[src/common/dma_pkg.sv]
package dma_pkg;

  ////////////////////////////////////////
  // Widths
  ////////////////////////////////////////

  // Transfer length in words
  localparam int SIZE_W = 12;

  // Destination tile id
  localparam int DEST_W = 8;

  ////////////////////////////////////////
  // Vector types
  ////////////////////////////////////////

  // Byte address on the local bus
  typedef logic [31:0] addr_t;

  // One data word, also one network flit
  typedef logic [31:0] data_t;

  // Length in words, zero is not a valid request
  typedef logic [SIZE_W-1:0] size_t;

  typedef logic [DEST_W-1:0] dest_t;

  // Marks a header flit in its top nibble
  localparam logic [3:0] HDR_TAG = 4'hA;

  ////////////////////////////////////////
  // State machines
  ////////////////////////////////////////

  // Bus reader
  typedef enum logic [1:0] {
    BB_IDLE = 2'b00,
    BB_DATA = 2'b01,
    BB_WAIT = 2'b10
  } bb_req_state_e;

  // Network packetizer
  typedef enum logic [1:0] {
    PKT_IDLE    = 2'b00,
    PKT_HEAD    = 2'b01,
    PKT_PAYLOAD = 2'b10
  } pkt_state_e;

endpackage

[src/design/dma_noc_packetizer.sv]
`timescale 1ns/100ps

module dma_noc_packetizer (
  input  logic           clk,
  input  logic           rst,

  // Accepted request
  input  logic           req_start_i,
  input  dma_pkg::size_t req_size_i,
  input  dma_pkg::dest_t req_dest_i,

  // FIFO head from the reader
  input  logic           req_data_valid_i,
  input  dma_pkg::data_t req_data_i,
  output logic           req_data_ready_o,

  // Network port
  output logic           noc_valid_o,
  output dma_pkg::data_t noc_flit_o,
  output logic           noc_last_o,
  input  logic           noc_ready_i,

  // Packet completed
  output logic           pkt_done_o
);

  ////////////////////////////////////////
  // Declarations
  ////////////////////////////////////////

  dma_pkg::pkt_state_e state;

  // Number of the payload flit on offer, starting at one
  dma_pkg::size_t flit_cnt;

  dma_pkg::data_t header;
  logic           flit_xfer;

  // Tag, destination, zero byte, size
  assign header = {dma_pkg::HDR_TAG, req_dest_i, 8'h00, req_size_i};

  assign flit_xfer = noc_valid_o & noc_ready_i;

  ////////////////////////////////////////
  // Output muxing
  ////////////////////////////////////////

  always_comb begin
    noc_valid_o      = 1'b0;
    noc_flit_o       = header;
    noc_last_o       = 1'b0;
    req_data_ready_o = 1'b0;

    case (state)
      dma_pkg::PKT_HEAD: begin
        noc_valid_o = 1'b1;
      end
      dma_pkg::PKT_PAYLOAD: begin
        // FIFO head goes straight out, pop only on transfer
        noc_valid_o      = req_data_valid_i;
        noc_flit_o       = req_data_i;
        noc_last_o       = (flit_cnt == req_size_i);
        req_data_ready_o = req_data_valid_i & noc_ready_i;
      end
      default: begin
      end
    endcase
  end

  ////////////////////////////////////////
  // State and flit counter
  ////////////////////////////////////////

  always_ff @(posedge clk) begin
    if (rst) begin
      state      <= dma_pkg::PKT_IDLE;
      flit_cnt   <= '0;
      pkt_done_o <= 1'b0;
    end else begin
      pkt_done_o <= 1'b0;
      case (state)
        dma_pkg::PKT_IDLE: begin
          if (req_start_i) begin
            state <= dma_pkg::PKT_HEAD;
          end
        end
        dma_pkg::PKT_HEAD: begin
          // Header held until accepted
          if (flit_xfer) begin
            state    <= dma_pkg::PKT_PAYLOAD;
            flit_cnt <= dma_pkg::size_t'(1);
          end
        end
        dma_pkg::PKT_PAYLOAD: begin
          if (flit_xfer) begin
            if (noc_last_o) begin
              pkt_done_o <= 1'b1;
              state      <= dma_pkg::PKT_IDLE;
            end else begin
              flit_cnt <= flit_cnt + 1'b1;
            end
          end
        end
        default: begin
          state <= dma_pkg::PKT_IDLE;
        end
      endcase
    end
  end

endmodule

[config.mk]
export PLATFORM = sky130hd
export DESIGN_NAME = dma_noc_packetizer
export DESIGN_NICKNAME = d
export VERILOG_FILES = /design/src/common/dma_pkg.sv /design/src/design/dma_noc_packetizer.sv
export SDC_FILE = /design/constraint.sdc
export NUM_CORES = 1
export LEC_CHECK = 0
export BUFFER_PORTS_ARGS = -buffer_cell sky130_fd_sc_hd__buf_2
export CAP_MARGIN = 5
export CORE_UTILIZATION = 44
export CTS_CLUSTER_SIZE = 20
export DETAILED_ROUTE_END_ITERATION = 7
export PLACE_DENSITY = 0.81
export SYNTH_ARGS = -nofsm -noshare
export SYNTH_HDL_FRONTEND = slang
export SYNTH_SLANG_ARGS = --single-unit
[constraint.sdc]
create_clock -name clk -period 2.5 [get_ports clk]
set_input_delay 0.75 -clock clk [delete_from_list [all_inputs] [get_ports clk]]
set_output_delay 0.75 -clock clk [all_outputs]
set_load 0.005 [all_outputs]
Yosys cells after proc, flatten, opt, wreduce, memory -nomap -nowiden
Index checks and enable logic that the tools add are counted.
{"block": "op_classes", "n_addsub": 1, "n_eq_ne": 8, "muxes": 14, "bitwise_logic": 4, "reduce_logical": 5}
{"cell": "12-bit 2-to-1 mux", "count": 3}
{"cell": "32-bit 2-to-1 mux", "count": 1}
{"cell": "12-bit one-hot mux with 2 select lines", "count": 1}
{"cell": "12-bit by 1-bit adder with 12-bit output, second input constant", "count": 1}
{"cell": "12-bit equality test", "count": 1}
{"cell": "2-bit inequality test, second input constant", "count": 5}
{"cell": "2-bit 2-to-1 mux", "count": 4}
{"cell": "4-bit AND reduction", "count": 2}
{"cell": "2-bit one-hot mux with 3 select lines", "count": 1}
{"cell": "1-bit 2-to-1 mux", "count": 3}
{"cell": "3-bit OR reduction", "count": 1}
{"cell": "1-bit AND", "count": 2}
{"cell": "2-bit by 1-bit equality test with 1-bit output, second input constant", "count": 1}
{"cell": "2-bit equality test, second input constant", "count": 1}
{"cell": "2-bit logical NOT", "count": 1}
{"cell": "1-bit NOT", "count": 2}
{"cell": "1-bit one-hot mux with 2 select lines", "count": 1}
{"cell": "2-bit nonzero test", "count": 1}
{"block": "totals", "register_bits": 15, "in_bits": 57}

Depth between registers and ports, before layout
{"block": "depth", "word_depth": 5, "depth_mapped": 9}

Least setup slack after synthesis
No wires, ideal clock.
{"block": "synth_timing", "kind": "input -> output", "start": "input port req_size_i[0]", "end": "output port noc_last_o", "t_arrival_ns": 1.509, "path_slack_ns": 0.241, "stages": 4, "n_path_buf": 0, "path_cell_list": "xor2_1 > nor4_4 > nand3_2 > nor2_1"}
{"block": "synth_via", "elab_chain_cells": 2}
{"item": "start: declaration", "line": "dma_noc_packetizer.sv:9", "source": "input dma_pkg::size_t req_size_i,"}
{"item": "12-bit equality test", "line": "dma_noc_packetizer.sv:62", "source": "noc_last_o = (flit_cnt == req_size_i);"}
{"item": "1-bit 2-to-1 mux", "line": "dma_noc_packetizer.sv:54", "source": "case (state)"}
{"item": "end: declaration", "line": "dma_noc_packetizer.sv:20", "source": "output logic noc_last_o,"}
Every way passes these cells.

Worst setup path in the final report
{"block": "layout_timing", "start": "input port req_size_i[8]", "end": "output port noc_last_o"}
The elaborated chain is that of the path after synthesis.

==> impl_metrics.env <==
export IMPL_ys_warn_count=0
export IMPL_crit_chain="buf_2 > xor2_1 > nor4_4 > nand3_2 > nor2_2 > buf_2"
export IMPL_grt_max_degree=34
export IMPL_dieArea_mm2=0.003788
export IMPL_max_stage_delay_ps=320
export IMPL_p_leak_nw=1.013
export IMPL_yosysUniqueCellTypes=45
export IMPL_rows=21
export IMPL_power_density_mw_per_mm2=508.7
export IMPL_layout_commonest_cell="buf_2"
export IMPL_post_route_util=0.6473
export IMPL_hold_path_class="reg2reg"
export IMPL_fmax_mhz=407.0
export IMPL_power_switching_w=0.0004637
export IMPL_gp_congestion=0.9830
export IMPL_portBuffers=92
export IMPL_final_cells=318
export IMPL_synthFlopType="dfxtp_1"
export IMPL_io_pins=93
export IMPL_combPwrFrac=0.606
export IMPL_fin_crit_sh=0.9829
export IMPL_avgSynthCellArea_um2=8.716
export IMPL_max_slew_margin=0.6803
export IMPL_switching_share=0.4187
export IMPL_path_common_cell="buf_2"
export IMPL_synth_seq_cells=15
export IMPL_clock_sinks=15
export IMPL_clock_skew_ps=5.004
export IMPL_cp_required_ps=1750
export IMPL_cts_tree="yes"
export IMPL_wl_per_cell_um=12.99
export IMPL_dr_first_iter_drc_count=85
export IMPL_mappedNetlistArea_mm2=0.001560
export IMPL_cts_hold_buffers_added=0
export IMPL_rsz0062_at_grt="yes"
export IMPL_grt_first_pass_wirelength_mm=6.210
export IMPL_viasPerCell=5.274
export IMPL_grt_pass1_vias=1535
export IMPL_setup_viol=0
export IMPL_track_usage=0.2173
export IMPL_hold_viol=0
export IMPL_internal_power_w=0.0006439
export IMPL_clk_path_buf_depth=2
export IMPL_synthCells=179
export IMPL_worstSetupStartpointType="input port"
export IMPL_synthesis_nets=242
export IMPL_worst_pin_slew_ps=479.5
export IMPL_drc=0
export IMPL_antenna_left=0
export IMPL_cp_arrival_ps=1710
export IMPL_antenna_found_initial=0
export IMPL_cp_max_fo=2
export IMPL_diodes=0
export IMPL_insertion_delay_ps=290
export IMPL_async_reset_ff_frac=0
export IMPL_die_y_um=61.55
export IMPL_most_common_layout_cells="88 x buf_2, 20 x mux2_2, 15 x dfxtp_1"
export IMPL_drv_cap=0
export IMPL_dieWidth_um=61.55
export IMPL_fin_ws_ps=42.87
export IMPL_cts_buffers=3
export IMPL_slew_viol_final=0
export IMPL_ys_seq_area_frac=0.1925
export IMPL_routed_via_count=1677
export IMPL_status="complete, no violations"
export IMPL_dpl_hpwl_mm=3.022
export IMPL_p_clk_frac=0.133
export IMPL_h_tree_depth=1
export IMPL_clk_pin_slew_worst_paths_ps=90
export IMPL_fin_crit_ps=2457
export IMPL_num_nets_final=336
export IMPL_area_growth_pct=39.54
export IMPL_total_power_w=0.001108
export IMPL_worstSetupPathType="in2out"
export IMPL_start_util=0.4639
export IMPL_clock_root_buffer="clkbuf_4"
export IMPL_core_mm2=0.003363
export IMPL_slowest_stage="nor4_4"
export IMPL_synth_edff_count=0
export IMPL_preCtsSetupSlack_ps=51.68
export IMPL_drive_above_1_share=0.5441
export IMPL_gr_total_overflow=0
export IMPL_drtPass1Iterations=4
export IMPL_critPathCaptureType="output pin"
export IMPL_placed_cells=312
export IMPL_drt_total_wl_mm=4.131
export IMPL_max_vdd_ir_drop_mv=0.4067
export IMPL_p_seq_frac=0.261
==> power by group through the flow <==
stage | clock (W) | sequential, W | combinational [W]
2_1_floorplan | 0 | 0.000284 | 0.000442
3_3_place_gp | 0 | 0.000290 | 0.000632
3_5_place_dp | 0 | 0.000292 | 0.000645
4_1_cts | 0.000148 | 0.000286 | 0.000649
5_1_grt | 0.000158 | 0.000293 | 0.000741
6_report | 0.000147 | 0.000289 | 0.000671
==> path summary, 6_finish.rpt <==
check / start / to / slack, ps / cells after the start
max: req_size_i[8] / noc_last_o / 40 / 6
min reg2reg: flit_cnt[11] / flit_cnt[11] / 530 / 2
min: flit_cnt[11] / flit_cnt[11] / 530 / 2
max reg2reg: state[0] / flit_cnt[6] / 460 / 8
==> timing repair <==
item,4_1_cts,5_1_grt
hold endpoints to repair,0,0
pin swaps,0,5
gates resized for setup,1,16
setup endpoints to repair,19,27
setup buffers,0,2
==> critical path, delay by kind of cell <==
kind                      cells  cell delay [ps]
xor gates and xnor gates      1              160
buffers and inverters         2              220
and+or+nand+nor               3              580
==> sequential cells by signal (all words and copies together), names as in the netlist <==
signal	count
pkt_done_o	1
flit_cnt	12
state	2
==> kinds of logic after synthesis <==
group | share of synthesized area
XOR/XNOR | 0.06736
multiplexers | 0.1636
adder cells (fa/ha/maj) | 0.04811
AO/OA/AOI/OAI | 0.1411
AND/OR/NAND/NOR | 0.3023
buffers and inverters | 0.08500
flip-flops | 0.1925
==> through the flow <==
stage | setup TNS, ps | area (µm²) | hold slack (ps)
5_1_grt | -12.13 | 2177 | 559.6
3_5_place_dp | 0 | 2044 | 501.0
6_report | 0 | 2177 | 527.7
3_3_place_gp | 0 | 2044 | 477.8
4_1_cts | 0 | 2073 | 514.0
2_1_floorplan | 0 | 1560 | 461.0
==> metal layers <==
metal | up-vias | routed length [µm] | GRT usage
met1 | 768 | 1704 | 0.2510
met2 | 75 | 2094 | 0.4101
li1 | 830 | - | -
met4 | 0 | 34 | 0.04444
met5 | - | 0 | 0
met3 | 4 | 298 | 0.04412
==> cells in the mapped netlist, drive strengths merged, types with 4 or more instances <==
| library cell | n | area, µm² |
|---|---|---|
| nand2 | 5 | 18.77 |
| o21ai | 5 | 28.77 |
| clkbuf | 4 | 25.02 |
| nand2b | 6 | 37.54 |
| dfxtp | 15 | 300.3 |
| nor4 | 4 | 70.07 |
| xor2 | 12 | 105.1 |
| o31ai | 9 | 67.56 |
| nand3 | 4 | 30.03 |
| nand4 | 11 | 68.82 |
| mux2 | 20 | 225.2 |
| a21oi | 12 | 63.81 |
| buf | 10 | 88.83 |
| and2 | 13 | 82.58 |
| nor2 | 13 | 51.30 |
| inv | 5 | 18.77 |
| ha | 6 | 75.07 |
==> layout make-up <==
cell class              instances  area, µm²
fillers                       307       1186
inverters                       5      18.77
repair buffers                103      580.6
well taps                      46      57.56
multi-input cells             145       1194
clock buffers                   4      26.28
flip-flops and latches         15      300.3
Power figures use the tool's default switching activity.
