<file path="src/common/dma_pkg.sv">
package dma_pkg;

  ////////////////////////////////////////
  // Widths
  ////////////////////////////////////////

  // Transfer length in words
  localparam int SIZE_W = 12;

  // Destination tile id
  localparam int DEST_W = 8;

  ////////////////////////////////////////
  // Vector types
  ////////////////////////////////////////

  // Byte address on the local bus
  typedef logic [31:0] addr_t;

  // One data word, also one network flit
  typedef logic [31:0] data_t;

  // Length in words, zero is not a valid request
  typedef logic [SIZE_W-1:0] size_t;

  typedef logic [DEST_W-1:0] dest_t;

  // Marks a header flit in its top nibble
  localparam logic [3:0] HDR_TAG = 4'hA;

  ////////////////////////////////////////
  // State machines
  ////////////////////////////////////////

  // Bus reader
  typedef enum logic [1:0] {
    BB_IDLE = 2'b00,
    BB_DATA = 2'b01,
    BB_WAIT = 2'b10
  } bb_req_state_e;

  // Network packetizer
  typedef enum logic [1:0] {
    PKT_IDLE    = 2'b00,
    PKT_HEAD    = 2'b01,
    PKT_PAYLOAD = 2'b10
  } pkt_state_e;

endpackage

</file>
<file path="src/design/dma_req_intake.sv">
`timescale 1ns/100ps

module dma_req_intake (
  input  logic           clk,
  input  logic           rst,

  // Incoming transfer request
  input  logic           start_i,
  input  logic           is_l2r_i,
  input  dma_pkg::size_t size_i,
  input  dma_pkg::addr_t laddr_i,
  input  dma_pkg::dest_t dest_i,

  // Completion from the packetizer
  input  logic           pkt_done_i,

  // Accepted request towards reader and packetizer
  output logic           req_start_o,
  output dma_pkg::size_t req_size_o,
  output dma_pkg::addr_t req_laddr_o,
  output dma_pkg::dest_t req_dest_o,
  output logic           busy_o
);

  ////////////////////////////////////////
  // Request filter
  ////////////////////////////////////////

  logic accept;

  // Only local-to-remote, nonzero length, and only while idle
  assign accept = start_i & is_l2r_i & (size_i != '0) & ~busy_o;

  ////////////////////////////////////////
  // Control state
  ////////////////////////////////////////

  always_ff @(posedge clk) begin
    if (rst) begin
      req_start_o <= 1'b0;
      busy_o      <= 1'b0;
    end else begin
      // One-cycle start pulse after acceptance
      req_start_o <= accept;
      // Busy rises with acceptance, falls after the packet is out
      if (accept) begin
        busy_o <= 1'b1;
      end else if (pkt_done_i) begin
        busy_o <= 1'b0;
      end
    end
  end

  // Request fields, held until the next acceptance
  always_ff @(posedge clk) begin
    if (accept) begin
      req_size_o  <= size_i;
      req_laddr_o <= laddr_i;
      req_dest_o  <= dest_i;
    end
  end

endmodule

</file>
<file path="config.mk">
export PLATFORM = sky130hd
export DESIGN_NAME = dma_req_intake
export DESIGN_NICKNAME = d
export VERILOG_FILES = /design/src/common/dma_pkg.sv /design/src/design/dma_req_intake.sv
export SDC_FILE = /design/constraint.sdc
export NUM_CORES = 1
export LEC_CHECK = 0
export BUFFER_PORTS_ARGS = -buffer_cell sky130_fd_sc_hd__buf_2
export CAP_MARGIN = 15
export CORE_AREA = 2 2 78 80
export DETAILED_ROUTE_END_ITERATION = 8
export DIE_AREA = 0 0 80 82
export GPL_ROUTABILITY_DRIVEN = 0
export PLACE_DENSITY = 0.68
export RECOVER_POWER = 25
export SETUP_SLACK_MARGIN = 0.02
export SLEW_MARGIN = 5
export SYNTH_ARGS = -nofsm -noshare
export SYNTH_HDL_FRONTEND = slang
export SYNTH_SLANG_ARGS = --single-unit
</file>
<file path="constraint.sdc">
create_clock -name clk -period 7.95 [get_ports clk]
set_clock_uncertainty 0.1 [all_clocks]
set_input_delay 0.3975 -clock clk [delete_from_list [all_inputs] [get_ports clk]]
set_output_delay 0.3975 -clock clk [all_outputs]
set_load 0.02 [all_outputs]
</file>
---- Yosys cells after proc, flatten, opt, wreduce, memory -nomap -nowiden ----
Cells that the tools add are included.
W data, S select, Z words.
cells by class
  add/sub/neg operators ................... 0
  divide/modulo/power cells ............... 0
  reduce and logical (&&, ||, !) cells .... 2
  equal/unequal tests ..................... 0
  $mul .................................... 0
  bitwise logic cells ..................... 4
  order comparisons ....................... 0
  shift operators ......................... 0
  multiplexer cells ....................... 2
operators with widths
  cell                 number
  $reduce_bool A12 Y1  1
  $and A1 B1 Y1        3
  $mux W1              2
  $reduce_bool A2 Y1   1
  $not A1 Y1           1
storage, ports and cells
  output and inout port bits .............. 54
  bits in read-only memories .............. 0
  bits in writable memories ............... 0
  memories ................................ 0
  register bits ........................... 54
  latch bits .............................. 0
  logic and storage cells ................. 13

---- Logic depth before layout (Yosys ltp) ----
Gate-level depths: netlist of the first run.
  depth after elaboration ................. 4
  depth in mapped cells ................... 3

---- Worst setup path before layout of the first run ----
OpenSTA, ideal clock, no wires.
  path kind ............................... input-to-reg
  from .................................... input size_i[5]
  to ...................................... register req_dest_o[0] (enable)
  data required time ...................... 7388 ps
  stages on the path ...................... 3
  arrival ................................. 2850 ps
  path buffers ............................ 0
  slack ................................... 4538 ps
  cells stage by stage .................... nor4_1 and3_2 nor2_1
between the ends
  longest elaborated chain between the ends .. 3
RTL lines
  element                     line                  source
  start, declared             dma_req_intake.sv:10  input dma_pkg::size_t size_i,
  $reduce_bool A12 Y1         dma_req_intake.sv:32  assign accept = start_i & is_l2r_i & (size_i != '0) & ~busy_o;
  $and A1 B1 Y1 (2 in a row)  dma_req_intake.sv:32
  net accept                  dma_req_intake.sv:29  logic accept;
  end signal, assigned        dma_req_intake.sv:59  req_dest_o <= dest_i;
  end, declared               dma_req_intake.sv:21  output dma_pkg::dest_t req_dest_o,
The timed path passes the listed nets, and every way through them passes these cells.
A chain may end at the register's enable or synchronous reset.

---- Final worst setup path of the first run ----
  from .................................... register busy_o
  to ...................................... register req_laddr_o[15] (enable)
between the ends
  longest elaborated chain between the ends .. 2
RTL lines
  element                 line                  source
  start, declared         dma_req_intake.sv:22  output logic busy_o
  start signal, assigned  dma_req_intake.sv:41  busy_o <= 1'b0;
  start signal, assigned  dma_req_intake.sv:47  busy_o <= 1'b1;
  start signal, assigned  dma_req_intake.sv:49  busy_o <= 1'b0;
  $not A1 Y1              dma_req_intake.sv:32
  $and A1 B1 Y1           dma_req_intake.sv:32
  net accept              dma_req_intake.sv:29
  end signal, assigned    dma_req_intake.sv:58  req_laddr_o <= laddr_i;
  end, declared           dma_req_intake.sv:20  output dma_pkg::addr_t req_laddr_o,
The timed path passes the listed nets, and every way through them passes these cells.

==> impl_metrics.csv, run 1 <==
group,metric,value,unit
final_layout,multi_input_area,70.1,sq um
timing,finalSetupViolCount,0,
clocking,clkLatencyLatePin,290,ps
setup_path,critical_path.max_fanout,28,
timing,min_period,2070,ps
synthesis,synthArstFlopShare,0,%
synthesis,synthTopCellsByCount,"edfxtp_1, nor4_1, dfxtp_1, nor2_1",
die,die_area,6560,sq um
die,fp.dieW,80,um
clocking,htree_levels,2,
global_routing,grtUsageTotal,10.0,%
synthesis,syn-num-nets,121,
timing,slew_violations,0,
detailed_routing,drtIter0Drc,56,
final_layout,nNetsFinal,239,
synthesis,netlist_instances,64,
detailed_routing,ant_nets,0,
final_layout,synthToLayoutAreaGrowth,44.2,%
setup_path,crit_type,"reg -> reg",
clocking,clk_pin_slew,90,ps
synthesis,ys_seq_elements,54,
synthesis,syn_area,1660,sq um
timing,post-route-period-util,26.0,%
setup_path,cp.required,7820,ps
final_layout,antenna_cells,0,
detailed_routing,drc,0,
synthesis,synth_area_leader_cell,"edfxtp_1",
clocking,cts_setup_buffers,0,
clocking,ctsResizeCount,0,
synthesis,ys_warn_count,0,
setup_path,end_kind,"register",
detailed_routing,num_vias,1026,
die,initial_core_util,29.0,%
synthesis,yosysSeqAreaShare,96.2,%
die,die_y,82,um
synthesis,synthTopCellsByArea,"edfxtp_1, dfxtp_1, nor4_1",
synthesis,synth_edf_count,52,
synthesis,netlist.area_leader.share,93.8,%
global_routing,antenna_found_initial,0,
timing,finalHoldViolCount,0,
setup_path,arrival,1940,ps
detailed_routing,wire_per_inst,12.9,um
clocking,clock_path_buffers,2,
placed_design,place_inst,250,
final_layout,seq_area,1600,sq um
min_path,hp-class,"in -> reg",
timing,maxSlewHeadroom,53.2,%
timing,tns,0,ps
global_routing,grt_pass1_wl,4.82,mm
global_routing,grt_max_degree,29,
timing,tightest_slew,701,ps
final_layout,drive_above_1_share,65.4,%
timing,timing.fmax,483,MHz
detailed_routing,firstDrtPassIters,4,
die,rows,28,
pwr,leakage,1.00,nW
global_routing,overflow,0,
final_layout,design_area,2400,sq um
flow_run,max_cap_viol_count,0,
pwr,ir_worst_vdd,104,uV
synthesis,syn-mean-instance-area,26.0,sq um
final_layout,fin_util,41.8,%
timing,rsz0062_at_grt,"no",
die,ios,111,
clocking,cts_hold_buf,0,
placed_design,port_buffers,110,
synthesis,synthFlopType,"edfxtp_1",
final_layout,fill_cells,559,
detailed_routing,via_per_inst,3.99,
setup_path,worstSetupStartpointType,"register",
timing,whs,173,ps
detailed_routing,wl,3.32,mm
die,core,5750,sq um
placed_design,placement.cell_area,2320,sq um
clocking,cts_tree,"yes",
pwr,powerDensity,215,nW/um^2
synthesis,synth.most_common_cell,"edfxtp_1",
global_routing,grt_pass1_vias,1017,
clocking,cts-root-buf,"clkbuf_8",
synthesis,yosysUniqueCellTypes,9,
placed_design,hpwl,2.54,mm
clocking,clkSinkCount,54,
final_layout,final_cells,257,
status,status,"finished clean",
clocking,numCtsBuffers,5,
placed cells by master, fill, tap and decap left out:
| cell | netlist | layout |
|---|---|---|
| dfxtp_1 | 2 | 2 |
| nor4_1 | 3 | 3 |
| nor3_1 | 1 | 1 |
| nor2_4 | 0 | 1 |
| nor2_1 | 2 | 1 |
| o31ai_2 | 1 | 1 |
| nand2_1 | 1 | 1 |
| edfxtp_1 | 52 | 52 |
| buf_2 | 0 | 110 |
| buf_4 | 0 | 1 |
| clkbuf_1 | 0 | 2 |
| nand3b_1 | 1 | 1 |
| and3_2 | 1 | 1 |
| clkbuf_8 | 0 | 5 |
critical path, stage by stage, from the launching register on:
cell      delay (ps)
dfxtp_1          340
nand3b_1         260
nor2_4           590
buf_4            450
metrics by stage:
step                total power (W)  setup slack [ps]
floorplan                  0.000358              4540
global placement           0.000384              5680
detailed placement         0.000385              5640
CTS                        0.000524              5840
global route               0.000540              5740
finish                     0.000517              5880
cell type report:
| type | count | area share [%] |
|---|---|---|
| multi-input cells | 10 | 2.92 |
| flip-flops and latches | 54 | 66.7 |
| clock buffers | 7 | 3.18 |
| repair buffers | 111 | 23.3 |
| well taps | 75 | 3.91 |
final timing paths:
| check | depth (start not counted) | from | slack [ps] | endpoint |
|---|---|---|---|---|
| setup / recovery | 3 | busy_o$_SDFFE_PP0P_ | 5880 | req_laddr_o[15]$_DFFE_PP_ |
| hold reg to reg | 2 | busy_o$_SDFFE_PP0P_ | 410 | busy_o$_SDFFE_PP0P_ |
| setup reg to reg | 3 | busy_o$_SDFFE_PP0P_ | 5880 | req_laddr_o[15]$_DFFE_PP_ |
| hold / removal | 1 | laddr_i[16] | 170 | req_laddr_o[16]$_DFFE_PP_ |
sequential cells by signal, indices dropped and copies added, names as in the netlist:
name	count
busy_o	1
req_dest_o	8
req_laddr_o	32
req_size_o	12
req_start_o	1
layer usage:
layer	global-route usage (%)	vias to the layer above	share of wire, %
li1	-	492	-
met1	12.5	466	41
met2	15.0	64	46
met3	4.84	4	11
met4	4.07	0	0.90
met5	0	-	0
where the power goes:
group          internal (W)   total, W  switching, W
registers          0.000326   0.000329    0.00000257
logic             0.0000182  0.0000480     0.0000298
clock network     0.0000609   0.000140     0.0000793
kinds of logic (layout without fill, tap and decap cells):
logic type      count (synthesis)  in the layout  share of synthesized area [%]
flops                          54             54                           96.2
simple gates                    9              9                           3.01
compound gates                  1              1                          0.752
buf+inv                         0            118                              0
(Power assumes the default switching activity.)
==> run 2: changes to the inputs <==
Settings changed: ABC_AREA set to 1, CORE_AREA 2 2 78 80 to 2 2 79 81, DIE_AREA 0 0 80 82 to 0 0 81 83, PLACE_DENSITY 0.68 to 0.7.
Clock period 7.95 ns to 1.9 ns, I/O delays scaled along.
==> impl_metrics.csv, run 2 <==
group,metric,value,unit
detailed_routing,drtIter0Drc,34,
timing,tns,0,ps
timing,rsz0062_at_grt,"no",
setup_path,end_kind,"register",
global_routing,grt_pass1_vias,1439,
clocking,ctsResizeCount,0,
clocking,cts_tree,"yes",
die,rows,28,
final_layout,synthToLayoutAreaGrowth,78.1,%
final_layout,layout_common_cells,"buf_2, dlygate4sd3_1, edfxtp_1, nor2_1, clkbuf_8",
setup_path,cp.required,1830,ps
setup_path,arrival,1580,ps
timing,tightest_slew,272,ps
global_routing,grtUsageTotal,13.0,%
synthesis,netlist.area_leader.share,92.2,%
clocking,cts-root-buf,"clkbuf_8",
setup_path,r2r_start,"busy_o$_SDFFE_PP0P_",
clocking,cts_setup_buffers,0,
final_layout,antenna_cells,0,
synthesis,ys_seq_elements,54,
synthesis,syn_area,1690,sq um
clocking,htree_levels,2,
final_layout,final_common_cell,"buf_2",
synthesis,ys_warn_count,0,
pwr,leakage,1.26,nW
die,die_y,83,um
final_layout,reg_top3,"req_laddr_o: 32 flops, req_size_o: 12 flops, req_dest_o: 8 flops",
timing,timing.fmax,609,MHz
synthesis,yosysSeqAreaShare,94.5,%
synthesis,synthFlopType,"edfxtp_1",
detailed_routing,wire_per_inst,12.9,um
final_layout,largest_reg_flops,32,
global_routing,top_usage_layer,"met2",
final_layout,top_register,"req_laddr_o",
global_routing,grt_max_degree,53,
global_routing,gr-usage-met1,13.4,%
min_path,hp-class,"in -> reg",
pwr,powerDensity,792,nW/um^2
placed_design,port_buffers,110,
timing,min_period,1640,ps
detailed_routing,num_vias,1288,
detailed_routing,wl,4.15,mm
setup_path,crit_type,"in -> reg",
global_routing,met2_usage,24.1,%
clocking,clkSinkCount,54,
die,initial_core_util,29.1,%
timing,finalSetupViolCount,0,
timing,maxSlewHeadroom,81.9,%
detailed_routing,firstDrtPassIters,4,
setup_path,endpoint,"req_laddr_o[31]$_DFFE_PP_",
synthesis,syn-num-nets,130,
detailed_routing,drc,0,
synthesis,synthTopCellsByArea,"edfxtp_1, dfxtp_1, nor2_1",
global_routing,overflow,0,
synthesis,yosysUniqueCellTypes,10,
clocking,clock_path_buffers,2,
die,ios,111,
timing,post-route-period-util,86.5,%
setup_path,rr_endpoint,"req_laddr_o[31]$_DFFE_PP_",
timing,whs,140,ps
timing,fin_ws,257,ps
setup_path,ff2ff_setup_slack,470,ps
global_routing,use_met3,4.57,%
clocking,clk_pin_slew,80,ps
global_routing,grt_pass1_wl,6.54,mm
synthesis,synthTopCellsByCount,"edfxtp_1, nor2_1, nand2_1",
setup_path,worstSetupStartpointType,"input pin",
final_layout,nNetsFinal,303,
synthesis,netlist_instances,73,
final_layout,fin_util,51.9,%
setup_path,reg2regPathDepth,4,
pwr,power,0.00239,W
die,core,5820,sq um
timing,finalHoldViolCount,0,
clocking,numCtsBuffers,5,
synthesis,synth.most_common_cell,"edfxtp_1",
flow_run,max_cap_viol_count,0,
detailed_routing,ant_nets,0,
synthesis,synth_area_leader_cell,"edfxtp_1",
synthesis,synthArstFlopShare,0,%
clocking,clkLatencyLatePin,290,ps
die,die_area,6720,sq um
final_layout,drive_above_1_share,48.4,%
global_routing,antenna_found_initial,0,
die,fp.dieW,81,um
setup_path,crit_start,"size_i[9]",
synthesis,synth_edf_count,52,
placed_design,dpl_worst_slack,475,ps
setup_path,critical_path.max_fanout,52,
timing,slew_violations,0,
synthesis,syn-mean-instance-area,23.2,sq um
pwr,ir_worst_vdd,356,uV
status,status,"finished clean",
detailed_routing,via_per_inst,4.01,
run 2: changes by cell type in the layout (fill, tap and decap cells not counted), sizes merged, moves of 2 or more:
cell,before,now
clkbuf,7,9
nor2,2,7
nor4,3,0
buf,111,107
dlygate4sd3,0,55
inv,0,2
nand2,1,5
run 2: per-layer routing:
metal  part of all wire [%]  vias up
li1                       -      617
met1                     36      606
met2                     56       63
met3                    8.0        2
met4                   0.19        0
met5                      0        -
run 2: per-stage QoR:
stage,instances,cell area [sq um]
5_1_grt,321,3020
2_1_floorplan,73,1700
6_report,321,3020
3_3_place_gp,259,2370
4_1_cts,321,3020
3_5_place_dp,259,2370
run 2: how the worst min path moves through the flow:
stage               depth (start not counted)        start                         to  slack [ps]
floorplan                                   0    dest_i[0]    req_dest_o[0]$_DFFE_PP_          90
detailed placement                          1   laddr_i[1]   req_laddr_o[1]$_DFFE_PP_         170
global route                                4     is_l2r_i     req_start_o$_SDFF_PP0_         140
CTS                                         4     is_l2r_i        busy_o$_SDFFE_PP0P_         130
finish                                      4     is_l2r_i        busy_o$_SDFFE_PP0P_         140
global placement                            1  laddr_i[25]  req_laddr_o[25]$_DFFE_PP_         170
run 2: cells by family (layout without fill, tap and decap cells):
group / count (synthesis) / in the layout / share of synthesized area [%]
and+or+nand+nor: 16 / 16 / 4.80
buffers and inverters: 3 / 176 / 0.665
DFF: 54 / 54 / 94.5
run 2: final cells by class:
class                      count  area, sq um
clock buffer                   5         68.8
clock inverter                 2         33.8
fill                         504         2800
inverter                       3         15.0
multi-input combinational     16         83.8
sequential                    54         1610
tap                           75         93.8
timing repair buffer         166         1120
run 2: power by group:
group / leakage [nW] / total [W] / switching [W] / internal, W
sequential: 0.502 / 0.00138 / 0.0000118 / 0.00136
clock: 0.0517 / 0.000714 / 0.000333 / 0.000381
combinational: 0.708 / 0.000299 / 0.000145 / 0.000153
total: 1.26 / 0.00239 / 0.000490 / 0.00190
run 2: worst max-delay path, stage by stage:
cell	delay [ps]
dlygate4sd3_1	550
buf_2	130
nor2_1	100
nand2_1	60
nor2_1	120
nand2_1	100
nand2_2	100
clkinvlp_4	90
buf_12	200
run 2: repair_timing:
action	in CTS	in global routing
setup endpoints to repair	0	0
endpoints found under the hold margin	54	0
hold buffers	55	0
