<file path="src/common/dma_pkg.sv">
package dma_pkg;

  ////////////////////////////////////////
  // Widths
  ////////////////////////////////////////

  // Transfer length in words
  localparam int SIZE_W = 12;

  // Destination tile id
  localparam int DEST_W = 8;

  ////////////////////////////////////////
  // Vector types
  ////////////////////////////////////////

  // Byte address on the local bus
  typedef logic [31:0] addr_t;

  // One data word, also one network flit
  typedef logic [31:0] data_t;

  // Length in words, zero is not a valid request
  typedef logic [SIZE_W-1:0] size_t;

  typedef logic [DEST_W-1:0] dest_t;

  // Marks a header flit in its top nibble
  localparam logic [3:0] HDR_TAG = 4'hA;

  ////////////////////////////////////////
  // State machines
  ////////////////////////////////////////

  // Bus reader
  typedef enum logic [1:0] {
    BB_IDLE = 2'b00,
    BB_DATA = 2'b01,
    BB_WAIT = 2'b10
  } bb_req_state_e;

  // Network packetizer
  typedef enum logic [1:0] {
    PKT_IDLE    = 2'b00,
    PKT_HEAD    = 2'b01,
    PKT_PAYLOAD = 2'b10
  } pkt_state_e;

endpackage

</file>
<file path="src/initiator/dma_initiator_req_bb.sv">
`timescale 1ns/100ps

module dma_initiator_req_bb (
  input  logic           clk,
  input  logic           rst,

  // Local read bus, fixed one-cycle latency
  output dma_pkg::addr_t bb_req_addr_o,
  output logic           bb_req_en_o,
  input  dma_pkg::data_t bb_req_dout_i,

  // Accepted request
  input  logic           req_start_i,
  input  dma_pkg::size_t req_size_i,
  input  dma_pkg::addr_t req_laddr_i,

  // FIFO head towards the packetizer
  output logic           req_data_valid_o,
  output dma_pkg::data_t req_data_o,
  input  logic           req_data_ready_i
);

  ////////////////////////////////////////
  // Declarations
  ////////////////////////////////////////

  dma_pkg::bb_req_state_e state;
  dma_pkg::bb_req_state_e nxt_state;

  // Words issued so far
  dma_pkg::size_t count;
  dma_pkg::size_t nxt_count;

  // Last word of the transfer is being issued
  logic last_read;

  // Registered bus enable marks valid read data
  logic bus_en_q;

  // Three entries, entry 0 is the head
  dma_pkg::data_t fifo_mem [0:2];

  // One-hot fill level, bit 0 empty up to bit 3 full
  logic [3:0] fifo_pos;

  logic fifo_push;
  logic fifo_pop;
  logic fifo_empty;

  // Fewer than two entries stored
  logic data_fifo_ready;

  ////////////////////////////////////////
  // Decoupling FIFO
  ////////////////////////////////////////

  assign fifo_empty      = fifo_pos[0];
  assign data_fifo_ready = fifo_pos[0] | fifo_pos[1];

  // Returned word arrives one cycle after the enabled cycle
  assign fifo_push = bus_en_q;
  assign fifo_pop  = req_data_ready_i & ~fifo_empty;

  assign req_data_valid_o = ~fifo_empty;
  assign req_data_o       = fifo_mem[0];

  always_ff @(posedge clk) begin
    if (rst) begin
      fifo_pos <= 4'b0001;
      bus_en_q <= 1'b0;
    end else begin
      bus_en_q <= bb_req_en_o;
      // Push and pop together keep the level
      if (fifo_push & ~fifo_pop) begin
        fifo_pos <= fifo_pos << 1;
      end else if (fifo_pop & ~fifo_push) begin
        fifo_pos <= fifo_pos >> 1;
      end
    end
  end

  // Shift towards the head on pop, write at the fill position on push
  always_ff @(posedge clk) begin
    for (int i = 0; i < 3; i++) begin
      if (fifo_pop) begin
        if (fifo_push & fifo_pos[i+1]) begin
          // Slot freed by the shift takes the new word
          fifo_mem[i] <= bb_req_dout_i;
        end else if (i < 2) begin
          fifo_mem[i] <= fifo_mem[i+1];
        end
      end else if (fifo_push & fifo_pos[i]) begin
        fifo_mem[i] <= bb_req_dout_i;
      end
    end
  end

  ////////////////////////////////////////
  // Read state machine
  ////////////////////////////////////////

  assign last_read = (count == dma_pkg::size_t'(req_size_i - 1'b1));

  // Base address plus four bytes per word
  assign bb_req_addr_o = req_laddr_i + (dma_pkg::addr_t'(count) << 2);

  always_comb begin
    nxt_state   = state;
    nxt_count   = count;
    bb_req_en_o = 1'b0;

    case (state)
      dma_pkg::BB_IDLE: begin
        nxt_count = '0;
        // FIFO is empty here, so reads start at once
        if (req_start_i) begin
          nxt_state = dma_pkg::BB_DATA;
        end
      end
      dma_pkg::BB_DATA: begin
        if (data_fifo_ready) begin
          // One read per cycle
          bb_req_en_o = 1'b1;
          nxt_count   = count + 1'b1;
          // Its word still gets pushed next cycle
          if (last_read) begin
            nxt_state = dma_pkg::BB_IDLE;
          end
        end else begin
          // High-water reached, keep room for the word in flight
          nxt_state = dma_pkg::BB_WAIT;
        end
      end
      dma_pkg::BB_WAIT: begin
        if (data_fifo_ready) begin
          nxt_state = dma_pkg::BB_DATA;
        end
      end
      default: begin
        nxt_state = dma_pkg::BB_IDLE;
      end
    endcase
  end

  always_ff @(posedge clk) begin
    if (rst) begin
      state <= dma_pkg::BB_IDLE;
      count <= '0;
    end else begin
      state <= nxt_state;
      count <= nxt_count;
    end
  end

endmodule

</file>
<file path="config.mk">
export PLATFORM = sky130hd
export DESIGN_NAME = dma_initiator_req_bb
export DESIGN_NICKNAME = d
export VERILOG_FILES = /design/src/common/dma_pkg.sv /design/src/initiator/dma_initiator_req_bb.sv
export SDC_FILE = /design/constraint.sdc
export NUM_CORES = 1
export LEC_CHECK = 0
export ABC_AREA = 1
export BUFFER_PORTS_ARGS = -buffer_cell sky130_fd_sc_hd__buf_2
export CAP_MARGIN = 15
export CORE_MARGIN = 3
export CORE_UTILIZATION = 50
export CTS_CLUSTER_DIAMETER = 120
export DETAILED_ROUTE_END_ITERATION = 12
export PLACE_DENSITY_LB_ADDON = 0.2
export SLEW_MARGIN = 20
export SYNTH_ARGS = -nofsm -noshare
export SYNTH_HDL_FRONTEND = slang
export SYNTH_SLANG_ARGS = --single-unit
</file>
<file path="constraint.sdc">
create_clock -name clk -period 5.3 [get_ports clk]
set_input_delay 0.795 -clock clk [delete_from_list [all_inputs] [get_ports clk]]
set_output_delay 0.795 -clock clk [all_outputs]
set_load 0.03 [all_outputs]
</file>
=== Word level (Yosys, flattened, before mapping) ===
Memories as Yosys holds them, arrays and structs flattened.
Cells that the tools add are included.

* $add $sub $neg: 3
* Equal/unequal tests: 7
* Multiplexer cells: 38
* Bitwise logic cells: 16
* Reduce and logical (&&, ||, !) cells: 5

{| class="wikitable"
|+ Operator list
! cell !! count
|-
| 32-bit two-way mux || 5
|-
| 32-bit by 14-bit adder with 32-bit output || 1
|-
| 1-bit two-way mux || 24
|-
| 12-bit case mux with 2 select lines || 1
|-
| 12-bit by 1-bit adder with 12-bit output (second input constant) || 1
|-
| 12-bit == test || 1
|-
| 12-bit two-way mux || 1
|-
| 12-bit by 1-bit subtractor with 12-bit output (second input constant) || 1
|-
| 2-bit two-way mux || 4
|-
| 4-bit two-way mux || 2
|-
| 1-bit AND || 7
|-
| 2-bit inequality test (second input constant) || 3
|-
| 1-bit bitwise OR || 6
|-
| 2-bit case mux with 3 select lines || 1
|-
| 2-bit nonzero test || 2
|-
| 3-bit inequality test (second input constant) || 1
|-
| 1-bit inverter || 3
|-
| 3-bit AND reduction || 1
|-
| 2-bit by 1-bit == test with 1-bit output (second input constant) || 1
|-
| 2-bit == test (second input constant) || 1
|-
| 2-bit logical NOT || 1
|-
| 2-bit AND reduction || 1
|}

* Register bits: 19
* RAM bits: 96
* Input bits: 80
* Output and inout bits: 66
* Word-level logic and storage cells: 74
* Memories: 1

{| class="wikitable"
|+ Memory list
! name !! depth !! bits a word !! rd ports !! clocked after Yosys merged registers in !! write ports !! RTL line !! RTL
|-
| fifo_mem || 3 || 32 || 3 || 0 || 3 || dma_initiator_req_bb.sv:41 || <nowiki>dma_pkg::data_t fifo_mem [0:2];</nowiki>
|}

=== Logic depth before layout (Yosys ltp) ===
Gate-level depths: netlist (run 1).

* Depth after elaboration: 6
* Gate-level depth with buffers: 13
* Mapped depth without buffers: 13

=== Worst setup path before layout (run 1) ===
No wires, ideal clock.

* Path kind: input port to flip-flop
* Start point: input port req_data_ready_i
* End point: memory fifo_mem[2][0] (netlist bit), enable pin
* Library setup time: 0.466 ns
* Data arrival time: 3.278 ns
* Data required time: 4.834 ns
* Path slack: 1.556 ns
* Stages: 3
* Path buffers: 0
* Cell sequence: nand2_1 -> inv_1 -> o21ai_0

{| class="wikitable"
|+ RTL lines
! element !! RTL line !! RTL
|-
| start: declaration || dma_initiator_req_bb.sv:20 || <nowiki>input logic req_data_ready_i</nowiki>
|-
| end: declaration || dma_initiator_req_bb.sv:41 ||
|}

=== Final worst setup path (run 1) ===
* Start point: register count[0]
* End point: output port bb_req_addr_o[26]

* Word-level cells in the longest chain between the ends: 1

{| class="wikitable"
|+ Ends and longest elaborated chain
! element !! RTL line !! RTL
|-
| start: declaration || dma_initiator_req_bb.sv:31 || <nowiki>dma_pkg::size_t count;</nowiki>
|-
| start signal: assignment || dma_initiator_req_bb.sv:151 || <nowiki>count <= nxt_count;</nowiki>
|-
| 32-bit by 14-bit adder with 32-bit output || dma_initiator_req_bb.sv:105 || <nowiki>assign bb_req_addr_o = req_laddr_i + (dma_pkg::addr_t'(count) << 2);</nowiki>
|-
| end: declaration || dma_initiator_req_bb.sv:8 || <nowiki>output dma_pkg::addr_t bb_req_addr_o,</nowiki>
|}

No other way between the ends.

==> results of run 1 <==
cell families after synthesis:
logic type	after synthesis	synth area share [%]
simple gates	222	16.2
flops	115	53.1
buf+inv	79	5.32
mux	64	11.7
compound gates	56	5.28
xor+xnor	35	4.99
fa+ha+maj	16	3.38
area by class of cell:
| class | count | area share, % |
|---|---|---|
| sequential | 115 | 42.4 |
| multi-input combinational | 393 | 33.3 |
| tap | 143 | 2.32 |
| inverter | 69 | 3.36 |
| clock buffer | 21 | 5.72 |
| clock inverter | 11 | 3.01 |
| timing repair buffer | 146 | 9.91 |
stage by stage:
stage,setup slack (ns),util (%),hold slack [ns],area (um^2)
floorplan,1.56,-,0.450,6140
global placement,1.77,59.8,0.469,7000
detailed placement,1.72,59.8,0.489,7000
CTS,1.58,65.5,0.497,7670
global route,1.42,65.8,0.517,7700
finish,1.61,65.8,0.484,7700
synth_stat cells, drive strengths merged, types with 2 or more instances:
library cell  count
a21boi            3
nor3              9
xor2             25
buf               8
edfxtp           96
o21ai            20
nand4             7
mux2             64
xnor2            10
nor4              3
a21oi            23
clkbuf            2
nand3b            2
ha               15
nand2           116
a31oi             2
o31ai             2
dfxtp            19
nand3            27
inv              69
nor2             56
metal layers:
metal / global-route usage [%] / part of all wire (%) / wire length [um]
met3: 5.19 / 6.5 / 864
met2: 34.5 / 49 / 6480
met5: 0 / 0 / 0
met1: 24.9 / 43 / 5760
met4: 6.96 / 1.4 / 187
report_power, final:
part	total, W	internal, W	switching [W]
combinational	0.000433	0.000149	0.000284
clock	0.00130	0.000925	0.000380
sequential	0.00110	0.00107	0.0000240
total	0.00283	0.00215	0.000688
state kept, by name (all words and copies together), names as in the netlist:
register / flops
bus_en_q: 1
state: 2
fifo_mem: 96
fifo_pos: 4
count: 12
path summary, 6_finish.rpt:
check	from	endpoint	slack, ns	cells past startpoint
setup / recovery	count[0]$_SDFFE_PP0P_	bb_req_addr_o[26]	1.61	11
hold / removal	fifo_pos[3]$_SDFFE_PP0P_	fifo_pos[3]$_SDFFE_PP0P_	0.48	2
setup reg to reg	fifo_pos[0]$_SDFFE_PP1P_	fifo_mem[1][23]$_DFFE_PP_	3.37	6
hold reg to reg	fifo_pos[3]$_SDFFE_PP0P_	fifo_pos[3]$_SDFFE_PP0P_	0.48	2
critical path, delay by kind of cell, from the launching register on:
| family | cells | cell delay [ns] |
|---|---|---|
| XOR/XNOR | 1 | 0.16 |
| AND/OR/NAND/NOR | 3 | 0.39 |
| flip-flops | 1 | 0.50 |
| AO/OA/AOI/OAI | 3 | 0.56 |
| adder cells (fa/ha/maj) | 2 | 0.62 |
| buffers and inverters | 2 | 0.26 |
==> impl_metrics.py, run 1 <==
metrics = {
    "cts": {
        "cts_buffers": 17,
        "htreeDepth": 4,
        "ctsResizeCount": 0,
        "cts_setup_buffers": 0,
        "cts_tree": "done",
        "clk_pin_slew_ns": 0.05,
        "hold_buffers": 0,
        "clock_latency_ns": 0.41,
        "root_buffer": "clkbuf_16",
        "clk_path_buf_depth": 2,
        "clock-sinks": 115,
    },
    "status": {
        "outcome": "completed",
    },
    "sta": {
        "tightest_slew_ns": 0.511,
        "finalSetupViolations": 0,
        "max_freq_ghz": 0.271,
        "fin_tns_setup_ns": 0,
        "fin_crit_ns": 3.69,
        "finalHoldViolCount": 0,
        "max_slew_margin_pct": 65.8,
        "rsz0062_at_grt": "false",
        "slew_violations": 0,
        "clock_skew_ns": 0.00816,
        "finalCritPeriodShare_pct": 69.7,
    },
    "yosys": {
        "synthFlopType": "edfxtp_1",
        "synth_top_area_share_pct": 46.9,
        "syn_nets": 683,
        "synth-seq-area-share_pct": 53.1,
        "synth_area_leaders": "edfxtp_1 47%, mux2_2 12%, nand2_1 6.6%, dfxtp_1 6.2%, inv_1 4.2%",
        "yosys_warnings": 0,
        "avgSynthCellArea_um2": 10.5,
        "synth_cell_types": 41,
        "synth_seq_cells": 115,
        "synth_area_mm2": 0.00614,
        "synth_cells": 587,
        "async_reset_ff_share_pct": 0,
        "synth_top_cell_by_area": "edfxtp_1",
        "synth_edf_count": 96,
    },
    "floorplanning": {
        "core_region_area_mm2": 0.0117,
        "io_pins": 146,
        "dieWidth_um": 117,
        "die_area_mm2": 0.0137,
        "fp-row-count": 39,
        "die_height_um": 117,
        "start_util_pct": 52.5,
    },
    "power_and_ir_drop": {
        "p_per_area_mw_per_mm2": 368,
        "power.total_w": 0.00283,
        "p_leak_nw": 3.27,
        "ir_worst_vdd_uv": 230,
    },
    "setup_path": {
        "path_cells": "ha_1 > inv_1 > fa_1 > nand3b_1 > nand2_1 > a21boi_1 > o21ai_0 > nand2_1 > o21ai_1 > xor2_1 > buf_2",
        "cp.required_ns": 4.51,
        "slowest_delay_ns": 0.50,
        "start_kind": "register",
        "crit_top_cell": "nand2_1",
        "worstPathArrival_ns": 2.90,
        "crit_fanout": 7,
        "cp-end-kind": "primary output",
        "crit_type": "register to primary output",
        "crit_slowest_cell": "dfxtp_1",
    },
    "final_layout": {
        "drive_above_1_share_pct": 34.6,
        "fin_nets": 838,
        "final_common_cell": "buf_2",
        "area_growth_pct": 25.4,
        "diodes": 0,
        "layout_common_cells": "141 x buf_2, 108 x nand2_1, 96 x edfxtp_1, 68 x inv_1, 64 x mux2_2",
        "final-seq-area_mm2": 0.00326,
        "nFillCells": 941,
        "multi_input_area_mm2": 0.00256,
        "fin_cells": 898,
    },
    "global_routing": {
        "grt_max_degree": 33,
        "antenna_found_initial": 0,
        "grt_pass1_vias": 4685,
        "overflow": 0,
        "grt_pass1_wl_um": 21400,
        "grt_usage_pct": 20.2,
    },
    "flow_run": {
        "cap_violations": 0,
    },
    "drt": {
        "drc_errors": 0,
        "drt_pass1_iterations": 4,
        "ant_nets": 0,
        "wl_um": 13300,
        "viasPerCell": 5.23,
        "first_iter_violations": 274,
        "vias": 4693,
        "wire_per_inst_um": 14.8,
    },
    "placed_design": {
        "place_congestion": 0.884,
        "portBuffers": 141,
        "hpwl_um": 9630,
        "dp_cells": 865,
    },
    "worst_hold_path": {
        "min_path_type": "register to register",
    },
}
No activity file was read; power rests on OpenSTA's default activity.
==> run 2: changes to the inputs <==
- clock period: 5.3 -> 3.65 ns (I/O delays scaled with it)
==> impl_metrics.py, run 2 (synthesized netlist as in run 1, its figures left out) <==
metrics = {
    "setup_path": {
        "cp_num_buf_inv": 2,
        "path_cells": "ha_1 > inv_1 > fa_1 > nand3b_1 > nand2_1 > a21boi_1 > o31ai_1 > nand3_1 > nand2_1 > nand2_1 > nand2_1 > buf_2",
        "crit_top_cell": "nand2_1",
        "worstPathArrival_ns": 2.86,
        "crit_fanout": 7,
        "crit_type": "register to primary output",
        "crit_slowest_cell": "dfxtp_1",
        "critPathTopFamily": "simple AND/OR/NAND/NOR gates",
        "critPathLaunch": "count[0]$_SDFFE_PP0P_",
        "start_kind": "register",
        "r2r_start": "fifo_pos[0]$_SDFFE_PP1P_",
        "cp-end-kind": "primary output",
        "cp.required_ns": 3.10,
        "slowest_delay_ns": 0.46,
    },
    "final_layout": {
        "final_common_cell": "buf_2",
        "nFillCells": 930,
        "largest_reg_flops": 96,
        "fin_nets": 838,
        "area_growth_pct": 23.8,
        "regMostFlops": "fifo_mem",
        "drive_above_1_share_pct": 35.2,
        "layout_common_cells": "141 x buf_2, 108 x nand2_1, 96 x edfxtp_1, 68 x inv_1, 64 x mux2_2",
        "reg.largest.list": "fifo_mem x96, count x12, fifo_pos x4",
        "diodes": 0,
    },
    "drt": {
        "ant_nets": 0,
        "drt_pass1_iterations": 4,
        "wl_um": 13400,
        "first_iter_violations": 261,
        "wire_per_inst_um": 14.9,
        "viasPerCell": 5.15,
        "vias": 4627,
        "drc_errors": 0,
    },
    "sta": {
        "rsz0062_at_grt": "false",
        "tightest_slew_ns": 0.674,
        "finalHoldViolCount": 0,
        "finalCritPeriodShare_pct": 93.4,
        "finalSetupViolations": 0,
        "fin_crit_ns": 3.41,
        "max_slew_margin_pct": 54.9,
        "fin_tns_setup_ns": 0,
        "max_freq_ghz": 0.293,
        "slew_violations": 0,
        "clock_skew_ns": 0.0104,
    },
    "global_routing": {
        "overflow": 0,
        "grt_pass1_vias": 4535,
        "grt_max_degree": 33,
        "antenna_found_initial": 0,
        "grt_pass1_wl_um": 21500,
        "grt_usage_pct": 20.3,
    },
    "cts": {
        "cts_setup_buffers": 0,
        "clock-sinks": 115,
        "root_buffer": "clkbuf_16",
        "cts_buffers": 17,
        "cts_tree": "done",
        "clock_latency_ns": 0.41,
        "hold_buffers": 0,
        "htreeDepth": 4,
        "clk_path_buf_depth": 2,
        "clk_pin_slew_ns": 0.06,
    },
    "floorplanning": {
        "fp-row-count": 39,
        "dieWidth_um": 117,
        "core_region_area_mm2": 0.0117,
        "start_util_pct": 52.5,
        "io_pins": 146,
        "die_height_um": 117,
        "die_area_mm2": 0.0137,
    },
    "power_and_ir_drop": {
        "power.total_w": 0.00383,
        "ir_worst_vdd_uv": 347,
        "p_leak_nw": 3.23,
        "p_per_area_mw_per_mm2": 504,
    },
    "placed_design": {
        "hpwl_um": 9760,
        "portBuffers": 141,
        "place_congestion": 0.870,
    },
    "status": {
        "outcome": "completed",
    },
    "worst_hold_path": {
        "hold_path.startpoint": "bb_req_dout_i[26]",
        "min_path_type": "input port to register",
    },
    "flow_run": {
        "cap_violations": 0,
    },
}
[run 2: final timing paths]
path                                             endpoint  slack (ns)  cells after the start
worst max-delay path                    bb_req_addr_o[28]        0.24                     12
worst min-delay path            fifo_mem[2][26]$_DFFE_PP_        0.34                      1
worst max register to register   fifo_mem[1][2]$_DFFE_PP_        1.55                      6
worst min register to register   fifo_pos[3]$_SDFFE_PP0P_        0.48                      2
[run 2: stage by stage]
stage	util, %	cells	area (um^2)	hold WS [ns]	setup WS (ns)
floorplan	-	587	6140	0.450	0.153
global placement	60.0	866	7020	0.468	0.609
detailed placement	60.0	866	7020	0.482	0.563
CTS	64.9	898	7600	0.320	0.243
global route	64.9	898	7600	0.321	0.0745
finish	64.9	898	7600	0.341	0.241
[run 2: final cells by class]
type / count / area [um^2] / area share [%]
Inverter: 69 / 259 / 3.41
Clock buffer: 17 / 425 / 5.59
Sequential cell: 115 / 3260 / 42.9
Timing Repair Buffer: 146 / 756 / 9.94
Tap cell: 143 / 179 / 2.35
Clock inverter: 15 / 158 / 2.07
Multi-Input combinational cell: 393 / 2560 / 33.7
[run 2: power by group]
part           switching (W)  total [W]  internal [W]  leakage, nW
logic               0.000417   0.000635      0.000218         1.92
registers          0.0000324    0.00159       0.00156         1.03
clock network       0.000598    0.00161       0.00101        0.276
[run 2: what timing repair did]
action | CTS | global route
hold endpoints to repair | 0 | 0
resized for setup | 0 | 1
setup endpoints to repair | 0 | 1
[run 2: routing by layer]
layer  GRT usage (%)  share of wire (%)  up-vias
met2            33.4                 48      162
met1            25.8                 44     2131
met4            6.96                1.2        0
met3            5.91                6.8       14
met5               0                  0        -
li1                -                  -     2320
==> run 3: changes to the inputs <==
- REMOVE_ABC_BUFFERS: unset -> 1
==> impl_metrics.py, run 3 (synthesized netlist as in run 1, its figures left out) <==
metrics = {
    "setup_path": {
        "r2r_end": "fifo_mem[2][26]$_DFFE_PP_",
        "start_kind": "register",
        "crit_fanout": 7,
        "r2r_start": "fifo_pos[0]$_SDFFE_PP1P_",
        "cp_num_buf_inv": 2,
        "path_cells": "ha_1 > inv_1 > fa_1 > nand3b_1 > nand2_1 > a21boi_1 > o31ai_1 > nand3_1 > nand2_1 > nand2_1 > nand2_1 > buf_2",
        "cp-end-kind": "primary output",
        "crit_slowest_cell": "dfxtp_1",
        "worstPathArrival_ns": 2.88,
        "crit_top_cell": "nand2_1",
        "crit_type": "register to primary output",
        "reg2reg_depth": 5,
        "cp.required_ns": 3.10,
        "slowest_delay_ns": 0.48,
        "critPathTopFamily": "adder cells",
        "reg2reg_slack_ns": 1.67,
    },
    "drt": {
        "wl_um": 13300,
        "wl_met2_um": 6350,
        "ant_nets": 0,
        "drt_pass1_iterations": 4,
        "wl_met3_um": 746,
        "vias": 4641,
        "drc_errors": 0,
        "wire_per_inst_um": 14.8,
        "first_iter_violations": 277,
        "wl_met1_um": 6020,
        "viasPerCell": 5.17,
        "top_layer": "met4",
    },
    "final_layout": {
        "diodes": 0,
        "layout_common_cells": "141 x buf_2, 108 x nand2_1, 96 x edfxtp_1, 68 x inv_1, 64 x mux2_2",
        "area_growth_pct": 23.9,
        "reg.largest.list": "fifo_mem x96, count x12, fifo_pos x4",
        "nFillCells": 930,
        "largest_reg_flops": 96,
        "final_common_cell": "buf_2",
        "regMostFlops": "fifo_mem",
        "drive_above_1_share_pct": 34.4,
        "fin_nets": 838,
    },
    "cts": {
        "cts_buffers": 17,
        "clk_pin_slew_ns": 0.05,
        "hold_buffers": 0,
        "clock_latency_ns": 0.41,
        "htreeDepth": 4,
        "clock-sinks": 115,
        "cts_setup_buffers": 0,
        "clk_path_buf_depth": 2,
        "cts_tree": "done",
        "root_buffer": "clkbuf_16",
        "ctsResizeCount": 0,
    },
    "sta": {
        "max_freq_ghz": 0.292,
        "max_slew_margin_pct": 53.5,
        "rsz0062_at_grt": "false",
        "clock_skew_ns": 0.00863,
        "tightest_slew_ns": 0.695,
        "finalSetupViolations": 0,
        "fin_tns_setup_ns": 0,
        "fin_crit_ns": 3.43,
        "finalHoldViolCount": 0,
        "slew_violations": 0,
        "finalCritPeriodShare_pct": 93.9,
        "hold_slack_ns": 0.345,
    },
    "power_and_ir_drop": {
        "p_leak_nw": 3.23,
        "p_per_area_mw_per_mm2": 513,
        "ir_worst_vdd_uv": 227,
    },
    "global_routing": {
        "grt_max_degree": 33,
        "grt_pass1_wl_um": 21100,
        "grt_pass1_vias": 4502,
        "overflow": 0,
        "antenna_found_initial": 0,
        "grt_usage_pct": 20.0,
    },
    "status": {
        "outcome": "completed",
    },
    "floorplanning": {
        "dieWidth_um": 117,
        "die_height_um": 117,
        "start_util_pct": 52.5,
        "die_area_mm2": 0.0137,
        "core_region_area_mm2": 0.0117,
        "fp-row-count": 39,
        "io_pins": 146,
    },
    "flow_run": {
        "cap_violations": 0,
    },
    "worst_hold_path": {
        "hold_path.startpoint": "bb_req_dout_i[30]",
        "hold_end": "fifo_mem[2][30]$_DFFE_PP_",
        "holdPathStages": 1,
        "min_path_type": "input port to register",
    },
    "placed_design": {
        "portBuffers": 141,
        "place_congestion": 0.941,
        "hpwl_um": 9820,
    },
}
## run 3: through the flow
stage | util, % | area [um^2] | cells | setup slack (ns) | power [W]
3_3_place_gp | 59.9 | 7010 | 866 | 0.607 | 0.00223
5_1_grt | 65.0 | 7610 | 898 | 0.0380 | 0.00406
3_5_place_dp | 59.9 | 7010 | 866 | 0.529 | 0.00225
2_1_floorplan | - | 6080 | 577 | 0.153 | 0.00204
6_report | 65.0 | 7610 | 898 | 0.221 | 0.00390
4_1_cts | 65.0 | 7610 | 898 | 0.218 | 0.00394
## run 3: area by class of cell
type / count / area, um^2 / share of cell area (%)
Clock buffer: 22 / 444 / 5.84
Clock inverter: 10 / 158 / 2.07
Inverter: 69 / 259 / 3.40
Multi-Input combinational cell: 393 / 2560 / 33.7
Sequential cell: 115 / 3260 / 42.9
Tap cell: 143 / 179 / 2.35
Timing Repair Buffer: 146 / 743 / 9.76
## run 3: routing by layer
layer	up-vias	global-route usage, %
met2	139	33.3
met4	0	7.49
met3	18	4.47
met5	-	0
li1	2325	-
met1	2159	25.6
## run 3: where the power goes
group | internal (W) | total (W) | switching [W] | leakage [nW]
clock network | 0.00114 | 0.00168 | 0.000545 | 0.286
registers | 0.00156 | 0.00159 | 0.0000345 | 1.03
logic | 0.000215 | 0.000630 | 0.000415 | 1.91
total | 0.00291 | 0.00390 | 0.000995 | 3.23
## run 3: worst reg2reg max path, stage by stage (launching register included)
cell and delay, ns:
dfxtp_1 0.38, inv_2 0.08, nand2_1 0.13, inv_1 0.12
o21ai_4 0.59, buf_4 0.35
## run 3: worst max path at each step
stage / to / cells after the start / slack (ns) / from
2_1_floorplan: fifo_mem[2][0]$_DFFE_PP_ / 3 / 0.15 / req_data_ready_i
3_3_place_gp: bb_req_addr_o[28] / 13 / 0.61 / req_laddr_i[2]
3_5_place_dp: bb_req_addr_o[28] / 13 / 0.53 / req_laddr_i[2]
4_1_cts: bb_req_addr_o[28] / 12 / 0.22 / count[0]$_SDFFE_PP0P_
5_1_grt: bb_req_addr_o[28] / 12 / 0.04 / count[0]$_SDFFE_PP0P_
6_report: bb_req_addr_o[28] / 12 / 0.22 / count[0]$_SDFFE_PP0P_
